==> src/rtl/cs_marker_pkg.sv <==
// JPEG 2000 codestream content
// marker codes, fixed segment bytes and segment lengths used by the
// header generators, the byte counter and the testbench model

`default_nettype none

package cs_marker_pkg;

    // ----------------------------------------
    // markers
    // ----------------------------------------
    localparam logic [15:0] MRK_SOC = 16'hFF4F;
    localparam logic [15:0] MRK_SIZ = 16'hFF51;
    localparam logic [15:0] MRK_COD = 16'hFF52;
    localparam logic [15:0] MRK_QCD = 16'hFF5C;
    localparam logic [15:0] MRK_SOT = 16'hFF90;
    localparam logic [15:0] MRK_SOD = 16'hFF93;
    localparam logic [15:0] MRK_EOC = 16'hFFD9;

    // ----------------------------------------
    // segment lengths (marker not counted)
    // ----------------------------------------
    localparam logic [15:0] SIZ_FIXED_LEN = 16'd38;  // plus 3 per component
    localparam logic [15:0] COD_LEN       = 16'd12;
    localparam logic [15:0] QCD_LEN       = 16'd11;
    localparam logic [15:0] SOT_LEN       = 16'd10;

    // SOT segment plus SOD marker, counted in Psot
    localparam logic [31:0] TP_OVERHEAD   = 32'd14;

    // ----------------------------------------
    // fixed field values
    // ----------------------------------------
    localparam logic [7:0]  COMP_SSIZ         = 8'h07;     // 8-bit unsigned
    localparam logic [7:0]  QCD_SQCD          = 8'h42;     // expounded, 2 guard bits
    localparam logic [15:0] QCD_SUBBAND       = 16'h5000;  // exponent 10, mantissa 0
    localparam logic [7:0]  COD_DECOMP_LEVELS = 8'd1;
    localparam logic [7:0]  COD_CB_EXP        = 8'd4;      // width and height
    localparam logic [7:0]  COD_XFORM         = 8'h01;     // reversible 5/3

endpackage

`default_nettype wire

==> src/rtl/asm_ctrl_pkg.sv <==
// codestream assembler control types
// sequencer states, output byte sources and counter widths

`default_nettype none

package asm_ctrl_pkg;

    typedef enum logic [2:0] {
        ST_IDLE,
        ST_MAIN,   // main header bytes
        ST_TPHDR,  // SOT segment and SOD marker
        ST_BODY,   // tile-part body pass-through
        ST_EOC
    } seq_state_t;

    typedef enum logic [1:0] {
        SRC_MAIN,
        SRC_TP,
        SRC_BODY,
        SRC_EOC
    } byte_src_t;

    localparam int IDX_W = 7;   // covers the 78-byte main header
    localparam int LEN_W = 16;  // body length and body count
    localparam int TP_W  = 8;   // tile-part index

endpackage

`default_nettype wire

==> src/rtl/cs_sequencer.sv <==
// codestream sequencer
// steps main header, tile-part headers and bodies, then EOC, and
// decides when a byte may be placed in the output stage

`timescale 1ns/1ps
`default_nettype none

module cs_sequencer (
    input  wire                        clk,
    input  wire                        rst_n,
    input  wire                        start_i,
    input  wire                        tp_len_valid_i,
    input  wire                        s_data_valid_i,
    input  wire                        take_i,
    input  wire                        seg_last_i,
    input  wire                        tp_last_i,
    output asm_ctrl_pkg::seq_state_t   state_o,
    output asm_ctrl_pkg::byte_src_t    src_o,
    output logic                       advance_o,
    output logic                       tp_len_ready_o,
    output logic                       s_data_ready_o,
    output logic                       busy_o
);

    asm_ctrl_pkg::seq_state_t state_q;
    logic                     len_ok_q;    // tile-part length accepted
    logic                     eoc_done_q;  // final byte sits in the output stage

    assign state_o = state_q;

    always_comb begin
        src_o          = asm_ctrl_pkg::SRC_MAIN;
        advance_o      = 1'b0;
        tp_len_ready_o = 1'b0;
        s_data_ready_o = 1'b0;
        case (state_q)
            asm_ctrl_pkg::ST_MAIN: begin
                advance_o = take_i;
            end
            asm_ctrl_pkg::ST_TPHDR: begin
                src_o          = asm_ctrl_pkg::SRC_TP;
                tp_len_ready_o = take_i && !len_ok_q;  // length before first SOT byte
                advance_o      = take_i && len_ok_q;
            end
            asm_ctrl_pkg::ST_BODY: begin
                src_o          = asm_ctrl_pkg::SRC_BODY;
                s_data_ready_o = take_i;
                advance_o      = take_i && s_data_valid_i;
            end
            asm_ctrl_pkg::ST_EOC: begin
                src_o     = asm_ctrl_pkg::SRC_EOC;
                advance_o = take_i && !eoc_done_q;
            end
            default: ;
        endcase
    end

    always_ff @(posedge clk or negedge rst_n) begin
        if (!rst_n) begin
            state_q    <= asm_ctrl_pkg::ST_IDLE;
            len_ok_q   <= 1'b0;
            eoc_done_q <= 1'b0;
            busy_o     <= 1'b0;
        end else begin
            case (state_q)
                asm_ctrl_pkg::ST_IDLE: begin
                    if (start_i) begin
                        state_q <= asm_ctrl_pkg::ST_MAIN;
                        busy_o  <= 1'b1;
                    end
                end
                asm_ctrl_pkg::ST_MAIN: begin
                    if (advance_o && seg_last_i) begin
                        state_q <= asm_ctrl_pkg::ST_TPHDR;
                    end
                end
                asm_ctrl_pkg::ST_TPHDR: begin
                    if (tp_len_ready_o && tp_len_valid_i) begin
                        len_ok_q <= 1'b1;
                    end
                    if (advance_o && seg_last_i) begin  // SOD low byte loaded
                        state_q  <= asm_ctrl_pkg::ST_BODY;
                        len_ok_q <= 1'b0;
                    end
                end
                asm_ctrl_pkg::ST_BODY: begin
                    if (advance_o && seg_last_i) begin
                        state_q <= tp_last_i ? asm_ctrl_pkg::ST_EOC : asm_ctrl_pkg::ST_TPHDR;
                    end
                end
                asm_ctrl_pkg::ST_EOC: begin
                    // register was just loaded, so take here means the sink took it
                    if (eoc_done_q && take_i) begin
                        state_q    <= asm_ctrl_pkg::ST_IDLE;
                        eoc_done_q <= 1'b0;
                        busy_o     <= 1'b0;
                    end else if (advance_o && seg_last_i) begin
                        eoc_done_q <= 1'b1;
                    end
                end
                default: state_q <= asm_ctrl_pkg::ST_IDLE;
            endcase
        end
    end

    state_enc_a: assert property (@(posedge clk) disable iff (!rst_n)
        state_q inside {asm_ctrl_pkg::ST_IDLE, asm_ctrl_pkg::ST_MAIN, asm_ctrl_pkg::ST_TPHDR,
                        asm_ctrl_pkg::ST_BODY, asm_ctrl_pkg::ST_EOC})
        else $error("sequencer state outside its encoding");

endmodule

`default_nettype wire

==> src/rtl/byte_counter.sv <==
// segment byte counter
// counts bytes of the current segment, latches the tile-part body
// length and keeps the tile-part index

`timescale 1ns/1ps
`default_nettype none

module byte_counter #(
    parameter int NUM_COMP       = 3,
    parameter int NUM_TILE_PARTS = 2
) (
    input  wire                              clk,
    input  wire                              rst_n,
    input  wire asm_ctrl_pkg::seq_state_t    state_i,
    input  wire                              advance_i,
    input  wire [asm_ctrl_pkg::LEN_W-1:0]    tp_len_i,
    input  wire                              tp_len_valid_i,
    input  wire                              tp_len_ready_i,
    output logic [asm_ctrl_pkg::IDX_W-1:0]   hdr_idx_o,
    output logic [asm_ctrl_pkg::LEN_W-1:0]   body_len_o,
    output logic [asm_ctrl_pkg::TP_W-1:0]    tp_idx_o,
    output logic                             seg_last_o,
    output logic                             tp_last_o
);

    // four markers plus the SIZ, COD and QCD segments
    localparam logic [asm_ctrl_pkg::LEN_W-1:0] MAIN_LEN = 16'd8 + cs_marker_pkg::SIZ_FIXED_LEN
        + 16'(3 * NUM_COMP) + cs_marker_pkg::COD_LEN + cs_marker_pkg::QCD_LEN;
    localparam logic [asm_ctrl_pkg::LEN_W-1:0] TP_HDR_LEN = cs_marker_pkg::SOT_LEN + 16'd4;

    logic [asm_ctrl_pkg::LEN_W-1:0] cnt_q;
    logic [asm_ctrl_pkg::LEN_W-1:0] seg_len;
    logic                           len_xfer;

    assign len_xfer = tp_len_valid_i && tp_len_ready_i;

    always_comb begin
        case (state_i)
            asm_ctrl_pkg::ST_TPHDR: seg_len = TP_HDR_LEN;
            asm_ctrl_pkg::ST_BODY:  seg_len = body_len_o;
            asm_ctrl_pkg::ST_EOC:   seg_len = 16'd2;
            default:                seg_len = MAIN_LEN;
        endcase
    end

    assign seg_last_o = (cnt_q == seg_len - 1'b1);
    assign hdr_idx_o  = cnt_q[asm_ctrl_pkg::IDX_W-1:0];
    assign tp_last_o  = (int'(tp_idx_o) == NUM_TILE_PARTS - 1);

    always_ff @(posedge clk or negedge rst_n) begin
        if (!rst_n) begin
            cnt_q    <= '0;
            tp_idx_o <= '0;
        end else if (state_i == asm_ctrl_pkg::ST_IDLE) begin
            cnt_q    <= '0;  // fresh codestream
            tp_idx_o <= '0;
        end else if (advance_i) begin
            cnt_q <= seg_last_o ? '0 : cnt_q + 1'b1;
            if (seg_last_o && state_i == asm_ctrl_pkg::ST_BODY) begin
                tp_idx_o <= tp_idx_o + 1'b1;
            end
        end
    end

    always_ff @(posedge clk) begin
        if (len_xfer) begin
            body_len_o <= tp_len_i;
        end
    end

    len_nonzero_a: assert property (@(posedge clk) disable iff (!rst_n)
        len_xfer |-> tp_len_i != '0)
        else $error("zero tile-part body length accepted");

endmodule

`default_nettype wire

==> src/rtl/main_hdr_rom.sv <==
// main header byte lookup
// SOC, SIZ, COD and QCD laid out big-endian from the image parameters

`timescale 1ns/1ps
`default_nettype none

module main_hdr_rom #(
    parameter logic [31:0] IMG_WIDTH  = 32'd128,
    parameter logic [31:0] IMG_HEIGHT = 32'd128,
    parameter int          NUM_COMP   = 3
) (
    input  wire [asm_ctrl_pkg::IDX_W-1:0] hdr_idx_i,
    output logic [7:0]                    byte_o
);

    localparam int HDR_LEN = 69 + 3 * NUM_COMP;

    // ----------------------------------------
    // header image, first byte in the top bits
    // ----------------------------------------
    localparam logic [8*HDR_LEN-1:0] HDR = {
        cs_marker_pkg::MRK_SOC,
        // SIZ
        cs_marker_pkg::MRK_SIZ,
        cs_marker_pkg::SIZ_FIXED_LEN + 16'(3 * NUM_COMP),
        16'h0000,                 // Rsiz
        IMG_WIDTH,
        IMG_HEIGHT,
        64'h0,                    // image offsets
        IMG_WIDTH,                // single tile covers the image
        IMG_HEIGHT,
        64'h0,                    // tile offsets
        16'(NUM_COMP),
        {NUM_COMP{cs_marker_pkg::COMP_SSIZ, 8'h01, 8'h01}},
        // COD
        cs_marker_pkg::MRK_COD,
        cs_marker_pkg::COD_LEN,
        8'h00,                    // Scod
        8'h00,                    // LRCP
        16'h0001,                 // one layer
        (NUM_COMP == 3) ? 8'h01 : 8'h00,
        cs_marker_pkg::COD_DECOMP_LEVELS,
        cs_marker_pkg::COD_CB_EXP,
        cs_marker_pkg::COD_CB_EXP,
        8'h00,                    // code-block style
        cs_marker_pkg::COD_XFORM,
        // QCD
        cs_marker_pkg::MRK_QCD,
        cs_marker_pkg::QCD_LEN,
        cs_marker_pkg::QCD_SQCD,
        {4{cs_marker_pkg::QCD_SUBBAND}}  // LL, HL, LH, HH
    };

    always_comb begin
        if (int'(hdr_idx_i) < HDR_LEN) begin
            byte_o = HDR[8*(HDR_LEN-1-int'(hdr_idx_i)) +: 8];
        end else begin
            byte_o = 8'h00;  // past the end
        end
    end

endmodule

`default_nettype wire

==> src/rtl/tile_part_hdr_gen.sv <==
// tile-part header byte lookup
// SOT segment of the current tile part followed by the SOD marker

`timescale 1ns/1ps
`default_nettype none

module tile_part_hdr_gen #(
    parameter int NUM_TILE_PARTS = 2
) (
    input  wire [asm_ctrl_pkg::IDX_W-1:0] hdr_idx_i,
    input  wire [asm_ctrl_pkg::TP_W-1:0]  tp_idx_i,
    input  wire [asm_ctrl_pkg::LEN_W-1:0] body_len_i,
    output logic [7:0]                    byte_o
);

    logic [31:0] psot;

    assign psot = cs_marker_pkg::TP_OVERHEAD + 32'(body_len_i);

    always_comb begin
        case (hdr_idx_i)
            7'd0:    byte_o = cs_marker_pkg::MRK_SOT[15:8];
            7'd1:    byte_o = cs_marker_pkg::MRK_SOT[7:0];
            7'd2:    byte_o = cs_marker_pkg::SOT_LEN[15:8];
            7'd3:    byte_o = cs_marker_pkg::SOT_LEN[7:0];
            7'd4,
            7'd5:    byte_o = 8'h00;         // Isot, single tile
            7'd6:    byte_o = psot[31:24];
            7'd7:    byte_o = psot[23:16];
            7'd8:    byte_o = psot[15:8];
            7'd9:    byte_o = psot[7:0];
            7'd10:   byte_o = tp_idx_i;      // TPsot
            7'd11:   byte_o = 8'(NUM_TILE_PARTS);
            7'd12:   byte_o = cs_marker_pkg::MRK_SOD[15:8];
            7'd13:   byte_o = cs_marker_pkg::MRK_SOD[7:0];
            default: byte_o = 8'h00;
        endcase
    end

endmodule

`default_nettype wire

==> src/rtl/byte_out_stage.sv <==
// output byte register
// picks the byte source, holds it under back-pressure and flags
// the final EOC byte as last

`timescale 1ns/1ps
`default_nettype none

module byte_out_stage (
    input  wire                           clk,
    input  wire                           rst_n,
    input  wire                           load_i,
    input  wire asm_ctrl_pkg::byte_src_t  src_i,
    input  wire [7:0]                     main_byte_i,
    input  wire [7:0]                     tp_byte_i,
    input  wire [7:0]                     body_byte_i,
    input  wire                           m_ready_i,
    output logic                          take_o,
    output logic [7:0]                    m_data_o,
    output logic                          m_valid_o,
    output logic                          m_last_o
);

    logic [7:0] next_byte;
    logic       eoc_lo_q;   // low bit of the EOC byte index

    // empty, or being emptied this cycle
    assign take_o = !m_valid_o || m_ready_i;

    always_comb begin
        case (src_i)
            asm_ctrl_pkg::SRC_MAIN: next_byte = main_byte_i;
            asm_ctrl_pkg::SRC_TP:   next_byte = tp_byte_i;
            asm_ctrl_pkg::SRC_BODY: next_byte = body_byte_i;
            default: begin
                next_byte = eoc_lo_q ? cs_marker_pkg::MRK_EOC[7:0]
                                     : cs_marker_pkg::MRK_EOC[15:8];
            end
        endcase
    end

    always_ff @(posedge clk or negedge rst_n) begin
        if (!rst_n) begin
            m_valid_o <= 1'b0;
            m_last_o  <= 1'b0;
            eoc_lo_q  <= 1'b0;
        end else if (load_i) begin
            m_valid_o <= 1'b1;
            m_last_o  <= (src_i == asm_ctrl_pkg::SRC_EOC) && eoc_lo_q;
            if (src_i == asm_ctrl_pkg::SRC_EOC) begin
                eoc_lo_q <= !eoc_lo_q;
            end
        end else if (m_ready_i) begin
            m_valid_o <= 1'b0;
            m_last_o  <= 1'b0;
        end
    end

    always_ff @(posedge clk) begin
        if (load_i) begin
            m_data_o <= next_byte;
        end
    end

    out_hold_a: assert property (@(posedge clk) disable iff (!rst_n)
        m_valid_o && !m_ready_i |=> $stable(m_data_o) && $stable(m_last_o))
        else $error("output byte changed under back-pressure");

endmodule

`default_nettype wire

==> src/rtl/jp2_asm_top.sv <==
// JPEG 2000 codestream assembler top level
// main header, tile parts with pass-through bodies, then EOC,
// emitted one byte at a time over a valid/ready stream

`timescale 1ns/1ps
`default_nettype none

module jp2_asm_top #(
    parameter logic [31:0] IMG_WIDTH      = 32'd128,
    parameter logic [31:0] IMG_HEIGHT     = 32'd128,
    parameter int          NUM_COMP       = 3,
    parameter int          NUM_TILE_PARTS = 2
) (
    input  wire                           clk,
    input  wire                           rst_n,
    input  wire                           start_i,
    output logic                          busy_o,
    input  wire [asm_ctrl_pkg::LEN_W-1:0] tp_len_i,
    input  wire                           tp_len_valid_i,
    output logic                          tp_len_ready_o,
    input  wire [7:0]                     s_data_i,
    input  wire                           s_data_valid_i,
    output logic                          s_data_ready_o,
    output logic [7:0]                    m_data_o,
    output logic                          m_last_o,
    output logic                          m_valid_o,
    input  wire                           m_ready_i
);

    asm_ctrl_pkg::seq_state_t       state;
    asm_ctrl_pkg::byte_src_t        src;
    logic                           advance;
    logic                           take;
    logic                           seg_last;
    logic                           tp_last;
    logic [asm_ctrl_pkg::IDX_W-1:0] hdr_idx;
    logic [asm_ctrl_pkg::LEN_W-1:0] body_len;
    logic [asm_ctrl_pkg::TP_W-1:0]  tp_idx;
    logic [7:0]                     main_byte;
    logic [7:0]                     tp_byte;

    cs_sequencer cs_sequencer_inst (
        .clk            (clk),
        .rst_n          (rst_n),
        .start_i        (start_i),
        .tp_len_valid_i (tp_len_valid_i),
        .s_data_valid_i (s_data_valid_i),
        .take_i         (take),
        .seg_last_i     (seg_last),
        .tp_last_i      (tp_last),
        .state_o        (state),
        .src_o          (src),
        .advance_o      (advance),
        .tp_len_ready_o (tp_len_ready_o),
        .s_data_ready_o (s_data_ready_o),
        .busy_o         (busy_o)
    );

    byte_counter #(
        .NUM_COMP       (NUM_COMP),
        .NUM_TILE_PARTS (NUM_TILE_PARTS)
    ) byte_counter_inst (
        .clk            (clk),
        .rst_n          (rst_n),
        .state_i        (state),
        .advance_i      (advance),
        .tp_len_i       (tp_len_i),
        .tp_len_valid_i (tp_len_valid_i),
        .tp_len_ready_i (tp_len_ready_o),
        .hdr_idx_o      (hdr_idx),
        .body_len_o     (body_len),
        .tp_idx_o       (tp_idx),
        .seg_last_o     (seg_last),
        .tp_last_o      (tp_last)
    );

    main_hdr_rom #(
        .IMG_WIDTH  (IMG_WIDTH),
        .IMG_HEIGHT (IMG_HEIGHT),
        .NUM_COMP   (NUM_COMP)
    ) main_hdr_rom_inst (
        .hdr_idx_i (hdr_idx),
        .byte_o    (main_byte)
    );

    tile_part_hdr_gen #(
        .NUM_TILE_PARTS (NUM_TILE_PARTS)
    ) tile_part_hdr_gen_inst (
        .hdr_idx_i  (hdr_idx),
        .tp_idx_i   (tp_idx),
        .body_len_i (body_len),
        .byte_o     (tp_byte)
    );

    // body bytes go straight into the output register
    byte_out_stage byte_out_stage_inst (
        .clk         (clk),
        .rst_n       (rst_n),
        .load_i      (advance),
        .src_i       (src),
        .main_byte_i (main_byte),
        .tp_byte_i   (tp_byte),
        .body_byte_i (s_data_i),
        .m_ready_i   (m_ready_i),
        .take_o      (take),
        .m_data_o    (m_data_o),
        .m_valid_o   (m_valid_o),
        .m_last_o    (m_last_o)
    );

endmodule

`default_nettype wire

==> config.mk <==
export PLATFORM = sky130hd
export DESIGN_NAME = jp2_asm_top
export DESIGN_NICKNAME = d
export VERILOG_FILES = /design/src/rtl/cs_marker_pkg.sv /design/src/rtl/asm_ctrl_pkg.sv /design/src/rtl/cs_sequencer.sv /design/src/rtl/byte_counter.sv /design/src/rtl/main_hdr_rom.sv /design/src/rtl/tile_part_hdr_gen.sv /design/src/rtl/byte_out_stage.sv /design/src/rtl/jp2_asm_top.sv
export SDC_FILE = /design/constraint.sdc
export NUM_CORES = 1
export LEC_CHECK = 0
export BUFFER_PORTS_ARGS = -buffer_cell sky130_fd_sc_hd__buf_2
export CAP_MARGIN = 0
export CORE_MARGIN = 5
export CORE_UTILIZATION = 40
export CTS_CLUSTER_DIAMETER = 150
export DETAILED_ROUTE_END_ITERATION = 12
export GPL_ROUTABILITY_DRIVEN = 1
export GPL_TIMING_DRIVEN = 0
export PLACE_DENSITY = 0.68
export SETUP_SLACK_MARGIN = 0.5
export SLEW_MARGIN = 20
export SYNTH_ARGS = -nofsm -noshare
export SYNTH_HDL_FRONTEND = slang
export SYNTH_HIERARCHICAL = 1
export SYNTH_SLANG_ARGS = --single-unit
==> constraint.sdc <==
create_clock -name clk -period 4.1 [get_ports clk]
set_input_delay 0.41 -clock clk [delete_from_list [all_inputs] [get_ports clk]]
set_output_delay 0.41 -clock clk [all_outputs]
set_load 0.005 [all_outputs]
==> results of run 1 <==
cells in the mapped netlist (6+ instances only):
master and count:
or4_1 9, edfxtp_1 24, nor2b_1 10, xnor2_1 26
nor3_1 15, nand2b_1 16, ha_1 7, nor2_1 36
dfrtp_1 33, and3_1 9, nand3_1 37, a21oi_1 28
mux2i_1 9, clkbuf_1 23, buf_4 12, nor4_1 7
nand4b_1 12, o22ai_1 10, inv_1 21, o211ai_1 13
or2_2 6, o311ai_0 8, o31ai_1 9, a31oi_1 16
buf_2 15, xor2_1 16, nand4_1 14, and2_1 9
o21ai_0 25, nand2_1 60
logic make-up after synthesis:
family / Yosys count / share of synthesized area (%)
AO/OA/AOI/OAI: 169 / 22.6
AND/OR/NAND/NOR: 277 / 28.8
adder cells (fa/ha/maj): 7 / 1.58
buffers and inverters: 77 / 7.06
XOR/XNOR: 45 / 7.54
flip-flops: 57 / 28.0
multiplexers: 18 / 4.41
per-layer routing:
| metal | share of wire, % | vias up | global-route usage [%] |
|---|---|---|---|
| met4 | 2.0 | 0 | 6.94 |
| li1 | - | 2623 | - |
| met5 | 0 | - | 0 |
| met2 | 45 | 230 | 31.7 |
| met3 | 6.7 | 35 | 3.60 |
| met1 | 46 | 2702 | 29.9 |
path summary, 6_finish.rpt:
path | startpoint | to | depth (start not counted)
worst max-delay path | byte_counter_inst/body_len_o[2]$_DFFE_PP_ | cs_sequencer_inst/state_o[2]$_DFFE_PN0P_ | 12
worst min-delay path | rst_n | cs_sequencer_inst/busy_o$_DFFE_PN0P_ | 1
worst max register to register | byte_counter_inst/body_len_o[2]$_DFFE_PP_ | cs_sequencer_inst/state_o[2]$_DFFE_PN0P_ | 12
worst min register to register | byte_out_stage_inst/eoc_lo_q$_DFFE_PN0P_ | byte_out_stage_inst/eoc_lo_q$_DFFE_PN0P_ | 1
max in group asynchronous | rst_n | cs_sequencer_inst/state_o[0]$_DFFE_PN0P_ | 1
min in group clk | tp_len_i[4] | byte_counter_inst/body_len_o[4]$_DFFE_PP_ | 1
repair_timing:
item | CTS | global route
setup endpoints to repair | 25 | 27
pin swaps | 9 | 10
setup buffers | 16 | 11
gates resized for setup | 23 | 15
flip-flops by register name, summed over array words and instances, names as in the netlist:
name	cells
byte_counter_inst/cnt_q	16
byte_counter_inst/tp_idx_o	8
cs_sequencer_inst/eoc_done_q	1
cs_sequencer_inst/len_ok_q	1
byte_out_stage_inst/m_last_o	1
byte_counter_inst/body_len_o	16
byte_out_stage_inst/m_valid_o	1
cs_sequencer_inst/state_o	3
byte_out_stage_inst/eoc_lo_q	1
byte_out_stage_inst/m_data_o	8
cs_sequencer_inst/busy_o	1
per-stage QoR:
step	power [mW]	utilization, %	worst slack, ns	setup TNS (ns)
2_1_floorplan	2.29	-	0.665	0
3_3_place_gp	2.80	43.5	0.00224	0
3_5_place_dp	2.82	43.5	-0.193	-0.406
4_1_cts	3.65	47.1	0.521	0
5_1_grt	3.95	48.2	0.456	0
6_report	3.71	48.2	0.583	0
placed cells by master (no fill, tap or decap), types with 6 or more instances in the layout:
cell	Yosys	layout
nand2b_1	16	16
nand4_1	14	14
nand4b_1	12	12
mux2i_1	9	8
clkbuf_1	23	19
dfrtp_1	33	32
xor2_1	16	16
inv_1	21	21
o211ai_1	13	13
nor4_1	7	7
or2_2	6	6
and2_1	9	9
clkbuf_16	0	9
buf_2	15	56
o311ai_0	8	7
edfxtp_1	24	24
nor2_1	36	35
a31oi_1	16	16
or4_1	9	6
a21oi_1	28	27
buf_4	12	39
nand3_1	37	36
o22ai_1	10	10
xnor2_1	26	24
nor2b_1	10	10
and3_1	9	9
o31ai_1	9	9
nand2_1	60	59
buf_6	5	8
o21ai_0	25	25
ha_1	7	6
nor3_1	15	14
final cells by class:
cell class	instances	area share, %
multi-input cells	516	56.1
flip-flops and latches	57	23.4
repair buffers	69	6.25
plain buffers	56	5.17
clock buffers	11	3.67
well taps	180	3.41
inverters	21	1.19
clock inverters	5	0.833
report_power, final:
part | switching, mW | leakage (nW) | internal [mW]
Clock | 0.266 | 0.142 | 0.484
Combinational | 1.25 | 1.79 | 0.920
Sequential | 0.0721 | 0.655 | 0.717
==> flow_metrics.env, run 1 <==
export IMPL_cpMostUsedCell="or4_4"
export IMPL_r2r_slack_ns=0.58
export IMPL_vdd_ir_drop_max_v=0.000211
export IMPL_cts_inserted_buffers=9
export IMPL_async_flop_share_pct=57.9
export IMPL_synth_flop_cell="dfrtp_1"
export IMPL_wl_mm=16.9
export IMPL_synthesis_instances=650
export IMPL_fin_crit_ns=3.52
export IMPL_start_util_pct=40.3
export IMPL_cp_max_fo=5
export IMPL_yosysSeqAreaShare_pct=28.0
export IMPL_seq_area_um2=1550
export IMPL_post_drt_via_cell_ratio=6.11
export IMPL_die_y_um=128
export IMPL_grt_setup_unrepaired="yes"
export IMPL_clockBufferDepth=2
export IMPL_critPathRequiredTime_ns=4.37
export IMPL_power_leakage_nw=2.59
export IMPL_gp_congestion=0.958
export IMPL_syn_area_um2=5530
export IMPL_via_count=5590
export IMPL_path_buf_inv=2
export IMPL_clk_transition_reported_paths_ns=0.05
export IMPL_hpwlAfterDp_mm=12.3
export IMPL_synth_cell_types=97
export IMPL_finalSetupViolCount=0
export IMPL_placed_cells=872
export IMPL_drv_cap=0
export IMPL_drive_gt1_share_pct=24.9
export IMPL_cts_sink_count=57
export IMPL_drtIter0Drc=671
export IMPL_insertion_delay_ns=0.33
export IMPL_yosys_area_top_type="dfrtp_1"
export IMPL_synth_edff_count=24
export IMPL_crit_slowest_cell="or4_4"
export IMPL_core_um2=13700
export IMPL_placed_cell_area_um2=5960
export IMPL_worstPathArrival_ns=3.78
export IMPL_hold_class="in -> async"
export IMPL_grt_max_degree=34
export IMPL_grt_first_pass_wirelength_mm=27.5
export IMPL_fin_area_um2=6610
export IMPL_drtAntennaViolNets=0
export IMPL_multi_input_area_um2=3700
export IMPL_worst_setup_path_end_kind="flop"
export IMPL_crit_path_start_kind="flop"
export IMPL_port_buffers=42
export IMPL_dieWidth_um=128
export IMPL_fmax_ghz=0.284
export IMPL_synth_warnings=6
export IMPL_cts_hold_buf=0
export IMPL_drt_pass1_iter_count=5
export IMPL_finalHoldViolCount=0
export IMPL_cts_htree_levels=3
export IMPL_stdcell_count=915
export IMPL_whs_ns=0.146
export IMPL_syn_nets=687
export IMPL_grt_pass1_vias=5319
export IMPL_max_stage_delay_ns=0.55
export IMPL_layout_nets=767
export IMPL_post_drt_wl_per_cell_um=18.5
export IMPL_overflow=0
export IMPL_io_pins=43
export IMPL_track_usage_pct=20.8
export IMPL_fin_crit_sh_pct=85.8
export IMPL_fill_cells=1292
export IMPL_syn_avg_cell_area_um2=8.50
export IMPL_crit_type="reg -> reg"
export IMPL_crit_chain="or4_4 > or4_4 > buf_6 > or4_4 > o21ai_4 > nand4_1 > nor3_4 > nand2_2 > o311ai_4 > buf_4 > nand4_1 > nand2_1"
export IMPL_slew_violations=0
export IMPL_drc=0
export IMPL_synth_area_leaders="dfrtp_1 15%, edfxtp_1 13%, xnor2_1 4.1%, nand2_1 4.1%, nand3_1 3.4%"
export IMPL_synth_top_area_share_pct=14.9
export IMPL_ys_ff_latch=57
export IMPL_cts_root_buf="clkbuf_16"
export IMPL_fin_skew_ns=0.00342
export IMPL_areaGrowthSynthToFinish_pct=19.6
export IMPL_antenna_cells=0
export IMPL_tightest_slew_ns=0.818
export IMPL_run_status="completed"
export IMPL_antenna_found_initial=0
export IMPL_powerDensity_nw_per_um2=561
export IMPL_slew_limit_headroom_pct=45.4
export IMPL_cts_tree="done"
export IMPL_critPathTopFamily="simple AND/OR/NAND/NOR gates"
export IMPL_dieArea_um2=16300
export IMPL_rows=43
(Power assumes the default switching activity.)
==> run 2, diff against run 1 <==
Clock period 4.1 ns to 4.2 ns, I/O delays scaled along.
==> run 2 against run 1 <==
  * Worst hold slack better by 0.012 ns
  * Global-route usage is 0.31 points lower
  * Sequential cell count stayed put
  * Die area stayed put
  * Cell area is 2.0% lower
  * Power is 3.4% lower
  * First-iteration DRC count is 5.5% lower
  * Non-clock buffer count is 12 lower
  * Count of clock-buffer cells in the layout stayed put
  * Critical endpoint unchanged
  * Largest cell class unchanged
==> flow_metrics.env, run 2 (synthesized netlist as in run 1, its figures left out) <==
export IMPL_run_status="completed"
export IMPL_cts_htree_levels=3
export IMPL_fmax_ghz=0.279
export IMPL_finalSetupViolCount=0
export IMPL_placed_cells=872
export IMPL_via_count=5496
export IMPL_grt_pass1_vias=5238
export IMPL_post_drt_wl_per_cell_um=18.6
export IMPL_core_um2=13700
export IMPL_seqPwrFrac_pct=21.5
export IMPL_p_int_mw=2.05
export IMPL_reg2reg_depth=15
export IMPL_drc=0
export IMPL_cp_max_fo=8
export IMPL_fin_skew_ns=0.00328
export IMPL_slew_limit_headroom_pct=46.1
export IMPL_crit_chain="nand3b_1 > buf_6 > nor2_2 > ha_1 > buf_4 > nor4bb_4 > a41oi_2 > xnor2_1 > or4_4 > nor3_4 > nand2_2 > o311ai_4 > buf_4 > nand4_1 > nand2_1"
export IMPL_clockBufferDepth=2
export IMPL_placed_cell_area_um2=5960
export IMPL_wl_mm=16.8
export IMPL_max_stage_delay_ns=0.56
export IMPL_hpwlAfterDp_mm=12.3
export IMPL_clk_transition_reported_paths_ns=0.05
export IMPL_io_pins=43
export IMPL_grt_setup_unrepaired="no"
export IMPL_gp_congestion=0.958
export IMPL_post_drt_via_cell_ratio=6.09
export IMPL_worstPathArrival_ns=3.85
export IMPL_worst_setup_path_end_kind="flop"
export IMPL_antenna_cells=0
export IMPL_powerDensity_nw_per_um2=553
export IMPL_comb_power_share_pct=58.1
export IMPL_grt_first_pass_wirelength_mm=27.1
export IMPL_power_mw=3.58
export IMPL_start_util_pct=40.3
export IMPL_antenna_found_initial=0
export IMPL_crit_type="reg -> reg"
export IMPL_layout_nets=755
export IMPL_areaGrowthSynthToFinish_pct=17.3
export IMPL_p_clk_share_pct=20.4
export IMPL_vdd_ir_drop_max_v=0.000199
export IMPL_track_usage_pct=20.5
export IMPL_hold_class="in -> async"
export IMPL_cts_tree="done"
export IMPL_slew_violations=0
export IMPL_utilization_pct=47.2
export IMPL_tightest_slew_ns=0.808
export IMPL_fin_crit_sh_pct=85.5
export IMPL_die_y_um=128
export IMPL_final_cell_mix="59 x nand2_1, 56 x buf_2, 37 x nand3_1"
export IMPL_crit_path_start_kind="flop"
export IMPL_finalHoldViolCount=0
export IMPL_dieArea_um2=16300
export IMPL_fin_area_um2=6480
export IMPL_drt_pass1_iter_count=6
export IMPL_stdcell_count=903
export IMPL_drtAntennaViolNets=0
export IMPL_cts_inserted_buffers=9
export IMPL_insertion_delay_ns=0.33
export IMPL_switchingPower_mw=1.54
export IMPL_cpMostUsedCell="buf_4"
export IMPL_rows=43
export IMPL_final_common_cell="nand2_1"
export IMPL_grt_max_degree=34
export IMPL_port_buffers=42
export IMPL_drv_cap=0
export IMPL_cts_root_buf="clkbuf_16"
export IMPL_power_leakage_nw=2.51
export IMPL_drive_gt1_share_pct=23.0
export IMPL_fin_crit_ns=3.59
export IMPL_largestRegisters="byte_counter_inst/body_len_o: 16 flops, byte_counter_inst/cnt_q: 16 flops"
export IMPL_cts_sink_count=57
export IMPL_critPathRequiredTime_ns=4.46
export IMPL_dieWidth_um=128
export IMPL_overflow=0
export IMPL_drtIter0Drc=634
export IMPL_netSwitchingFraction_pct=42.9
export IMPL_crit_slowest_cell="or4_4"
run 2: cell types whose count changed in the layout (fill, tap and decap cells not counted), sizes merged:
cell / delta
buf: -12
run 2: layer usage:
metal  part of all wire, %  track usage, %  vias to the layer above
li1                      -               -                     2596
met1                    47            29.7                     2651
met2                    45            31.2                      224
met3                   6.5            3.55                       25
met4                   1.6            6.31                        0
met5                     0               0                        -
run 2: worst max-delay path: cells and delay by family, from the launching register on:
kind                       cells  cell delay (ns)
xor gates and xnor gates       1             0.22
buffers and inverters          3             0.52
DFF                            1             0.42
adders and majority gates      1             0.16
AOI/OAI and AO/OA              2             0.47
and+or+nand+nor                8             1.72
run 2: power by group through the flow:
stage | Sequential, mW | Combinational, mW | Clock [mW]
finish | 0.770 | 2.08 | 0.732
global placement | 0.775 | 1.96 | 0
detailed placement | 0.779 | 1.98 | 0
global route | 0.780 | 2.26 | 0.774
floorplan | 0.765 | 1.47 | 0
CTS | 0.770 | 2.01 | 0.747
run 2: layout make-up:
class	count	area, µm²
Tap cell	180	225
Sequential cell	57	1550
Timing Repair Buffer	57	323
Clock inverter	5	55.1
Fill cell	1300	7240
Multi-Input combinational cell	516	3670
Inverter	21	78.8
Clock buffer	11	243
Buffer	56	338
run 2: repair_timing:
action,4_1_cts,5_1_grt
pin swaps,3,8
cloned,0,0
setup buffers,5,10
gates resized for setup,11,25
hold buffers,0,0
setup endpoints to repair,6,5
run 2: final timing paths:
path | from | slack [ns] | to
worst max-delay path | cs_sequencer_inst/state_o[2]$_DFFE_PN0P_ | 0.61 | cs_sequencer_inst/state_o[2]$_DFFE_PN0P_
worst min-delay path | rst_n | 0.16 | cs_sequencer_inst/state_o[0]$_DFFE_PN0P_
worst max register to register | cs_sequencer_inst/state_o[2]$_DFFE_PN0P_ | 0.61 | cs_sequencer_inst/state_o[2]$_DFFE_PN0P_
worst min register to register | byte_out_stage_inst/eoc_lo_q$_DFFE_PN0P_ | 0.50 | byte_out_stage_inst/eoc_lo_q$_DFFE_PN0P_
max in group asynchronous | rst_n | 3.53 | cs_sequencer_inst/state_o[0]$_DFFE_PN0P_
min in group clk | tp_len_i[4] | 0.26 | byte_counter_inst/body_len_o[4]$_DFFE_PP_
run 2: per-stage QoR:
stage / hold WS [ns] / setup WS (ns) / TNS [ns]
2_1_floorplan: 0.124 / 0.765 / 0
3_3_place_gp: 0.491 / 0.102 / 0
3_5_place_dp: 0.498 / -0.0933 / -0.106
4_1_cts: 0.174 / 0.513 / 0
5_1_grt: 0.221 / 0.443 / 0
6_report: 0.157 / 0.610 / 0
==> run 3, diff against run 2 <==
Settings changed: CTS_BUF_LIST from default to sky130_fd_sc_hd__clkbuf_8, RECOVER_POWER from default to 100.
==> run 3 against run 2 <==
  * Register-to-register slack got worse by 0.17 ns
  * Combinational power decreased by 2%
  * Non-clock buffer count unchanged
  * The run now ends with capacitance limit, slew limit left
  * Routed wire length about the same
  * Count of clock-buffer cells in the layout decreased by 1
  * First-iteration DRC count decreased by 16%
  * Critical endpoint unchanged
  * Core utilization decreased by 1.2 points
  * Critical path depth decreased by 1
  * Critical path type unchanged
  * Worst setup slack got worse by 0.17 ns
==> flow_metrics.env, run 3 (synthesized netlist as in run 1, its figures left out) <==
export IMPL_fin_ws_ns=0.437
export IMPL_drt_pass1_iter_count=6
export IMPL_p_int_mw=1.82
export IMPL_grt_max_degree=34
export IMPL_dieWidth_um=128
export IMPL_powerDensity_nw_per_um2=527
export IMPL_grt_setup_unrepaired="no"
export IMPL_gp_congestion=0.958
export IMPL_critPathRequiredTime_ns=4.49
export IMPL_netSwitchingFraction_pct=45.2
export IMPL_areaGrowthSynthToFinish_pct=14.2
export IMPL_slew_limit_headroom_pct=-19.1
export IMPL_crit_path_start_kind="flop"
export IMPL_power_leakage_nw=2.41
export IMPL_io_pins=43
export IMPL_p_clk_share_pct=15.6
export IMPL_crit_type="reg -> reg"
export IMPL_drtAntennaViolNets=0
export IMPL_antenna_found_initial=0
export IMPL_pre_cts_ws_ns=-0.0933
export IMPL_final_common_cell="nand2_1"
export IMPL_port_buffers=42
export IMPL_reg2reg_depth=14
export IMPL_placed_cells=872
export IMPL_max_stage_delay_ns=0.57
export IMPL_slew_violations=34
export IMPL_drtIter0Drc=534
export IMPL_via_count=5548
export IMPL_cts_hold_buf=0
export IMPL_post_drt_wl_per_cell_um=18.6
export IMPL_finalSetupViolCount=0
export IMPL_worst_setup_path_end_kind="flop"
export IMPL_crit_slowest_cell="or4_4"
export IMPL_fin_skew_ns=0.00706
export IMPL_fin_crit_sh_pct=89.6
export IMPL_clockBufferDepth=2
export IMPL_tightest_slew_ns=1.79
export IMPL_drc=0
export IMPL_path_buf_inv=3
export IMPL_comb_power_share_pct=61.3
export IMPL_utilization_pct=46.0
export IMPL_worstHoldStart="tp_len_i[13]"
export IMPL_power_mw=3.32
export IMPL_vdd_ir_drop_max_v=0.000185
export IMPL_seqPwrFrac_pct=23.1
export IMPL_rows=43
export IMPL_cts_inserted_buffers=9
export IMPL_layout_nets=755
export IMPL_regToRegEndpoint="cs_sequencer_inst/state_o[2]$_DFFE_PN0P_"
export IMPL_insertion_delay_ns=0.35
export IMPL_critPathTopFamily="simple AND/OR/NAND/NOR gates"
export IMPL_worstPathArrival_ns=4.05
export IMPL_cts_tree="done"
export IMPL_final_cell_mix="59 x nand2_1, 45 x buf_2, 37 x nand3_1"
export IMPL_cpMostUsedCell="buf_4"
export IMPL_r2r_start="cs_sequencer_inst/state_o[0]$_DFFE_PN0P_"
export IMPL_placed_cell_area_um2=5960
export IMPL_start_util_pct=40.3
export IMPL_stdcell_count=903
export IMPL_switchingPower_mw=1.50
export IMPL_largestRegisters="byte_counter_inst/body_len_o: 16 flops, byte_counter_inst/cnt_q: 16 flops"
export IMPL_drive_gt1_share_pct=20.2
export IMPL_hold_depth=1
export IMPL_hpwlAfterDp_mm=12.3
export IMPL_fin_crit_ns=3.76
export IMPL_hold_end="byte_counter_inst/body_len_o[13]$_DFFE_PP_"
export IMPL_finalHoldViolCount=0
export IMPL_die_y_um=128
export IMPL_cts_root_buf="clkbuf_8"
export IMPL_violations="capacitance limit, slew limit"
export IMPL_hold_class="in -> reg"
export IMPL_fmax_ghz=0.266
export IMPL_wl_mm=16.8
export IMPL_antenna_cells=0
export IMPL_fill_cells=1326
export IMPL_crit_chain="clkbuf_4 > nand4b_1 > ha_1 > buf_4 > nor4bb_4 > a41oi_1 > xnor2_1 > or4_4 > nor3_4 > nand2_2 > o311ai_4 > buf_4 > nand4_1 > nand2_1"
export IMPL_grt_pass1_vias=5238
export IMPL_post_drt_via_cell_ratio=6.14
export IMPL_cts_htree_levels=3
export IMPL_cp_max_fo=10
export IMPL_core_um2=13700
export IMPL_run_status="finished with violations"
export IMPL_clk_transition_reported_paths_ns=0.07
export IMPL_grt_first_pass_wirelength_mm=26.8
export IMPL_dieArea_um2=16300
export IMPL_overflow=0
export IMPL_cts_sink_count=57
export IMPL_r2r_slack_ns=0.44
export IMPL_fin_area_um2=6310
export IMPL_track_usage_pct=20.2
export IMPL_drv_cap=1
==> run 3: worst register-to-register path: stages (launching register included) <==
cell and delay, ns:
dfrtp_1 0.51, clkbuf_4 0.29, nand4b_1 0.18, ha_1 0.25, buf_4 0.17, nor4bb_4 0.16, a41oi_1 0.32, xnor2_1 0.17
or4_4 0.57, nor3_4 0.24, nand2_2 0.11, o311ai_4 0.37, buf_4 0.19, nand4_1 0.09, nand2_1 0.09
==> run 3: final cells by class <==
| type | instances | area, µm² | area share, % |
|---|---|---|---|
| plain buffers | 56 | 324 | 5.13 |
| multi-input cells | 516 | 3630 | 57.5 |
| repair buffers | 57 | 312 | 4.94 |
| inverters | 21 | 78.8 | 1.25 |
| flip-flops and latches | 57 | 1550 | 24.5 |
| clock buffers | 10 | 138 | 2.18 |
| well taps | 180 | 225 | 3.57 |
| clock inverters | 6 | 58.8 | 0.932 |
==> run 3: power by group through the flow <==
stage	combinational (mW)	clock, mW	sequential [mW]
6_report	2.04	0.519	0.767
5_1_grt	2.22	0.555	0.778
4_1_cts	2.01	0.529	0.768
3_5_place_dp	1.98	0	0.779
3_3_place_gp	1.96	0	0.775
2_1_floorplan	1.47	0	0.765
==> run 3: metal layers <==
layer | global-route usage [%] | part of all wire, %
met3 | 3.93 | 7.6
met2 | 31.2 | 45
met4 | 4.98 | 1.3
met5 | 0 | 0
met1 | 29.3 | 46
==> run 3: per-stage QoR <==
step,TNS [ns],hold WS (ns)
final,0,0.242
after CTS,0,0.151
after detailed placement,-0.106,0.498
after global placement,0,0.491
after global routing,0,0.229
after floorplan,0,0.124
==> run 3: repair_timing <==
item | 4_1_cts | 5_1_grt
resized for setup | 11 | 25
buffers inserted | 5 | 10
endpoints found under the setup margin | 6 | 4
pin swaps | 3 | 8
==> run 3: how the worst max path moves through the flow <==
stage	startpoint	to	slack, ns	cells after the start
floorplan	byte_counter_inst/body_len_o[4]$_DFFE_PP_	cs_sequencer_inst/state_o[1]$_DFFE_PN0P_	0.76	11
global placement	cs_sequencer_inst/state_o[0]$_DFFE_PN0P_	cs_sequencer_inst/state_o[1]$_DFFE_PN0P_	0.10	15
detailed placement	cs_sequencer_inst/state_o[0]$_DFFE_PN0P_	cs_sequencer_inst/state_o[1]$_DFFE_PN0P_	-0.09	14
CTS	cs_sequencer_inst/state_o[2]$_DFFE_PN0P_	cs_sequencer_inst/state_o[1]$_DFFE_PN0P_	0.51	15
global route	cs_sequencer_inst/state_o[0]$_DFFE_PN0P_	cs_sequencer_inst/state_o[2]$_DFFE_PN0P_	0.27	14
finish	cs_sequencer_inst/state_o[0]$_DFFE_PN0P_	cs_sequencer_inst/state_o[2]$_DFFE_PN0P_	0.44	14
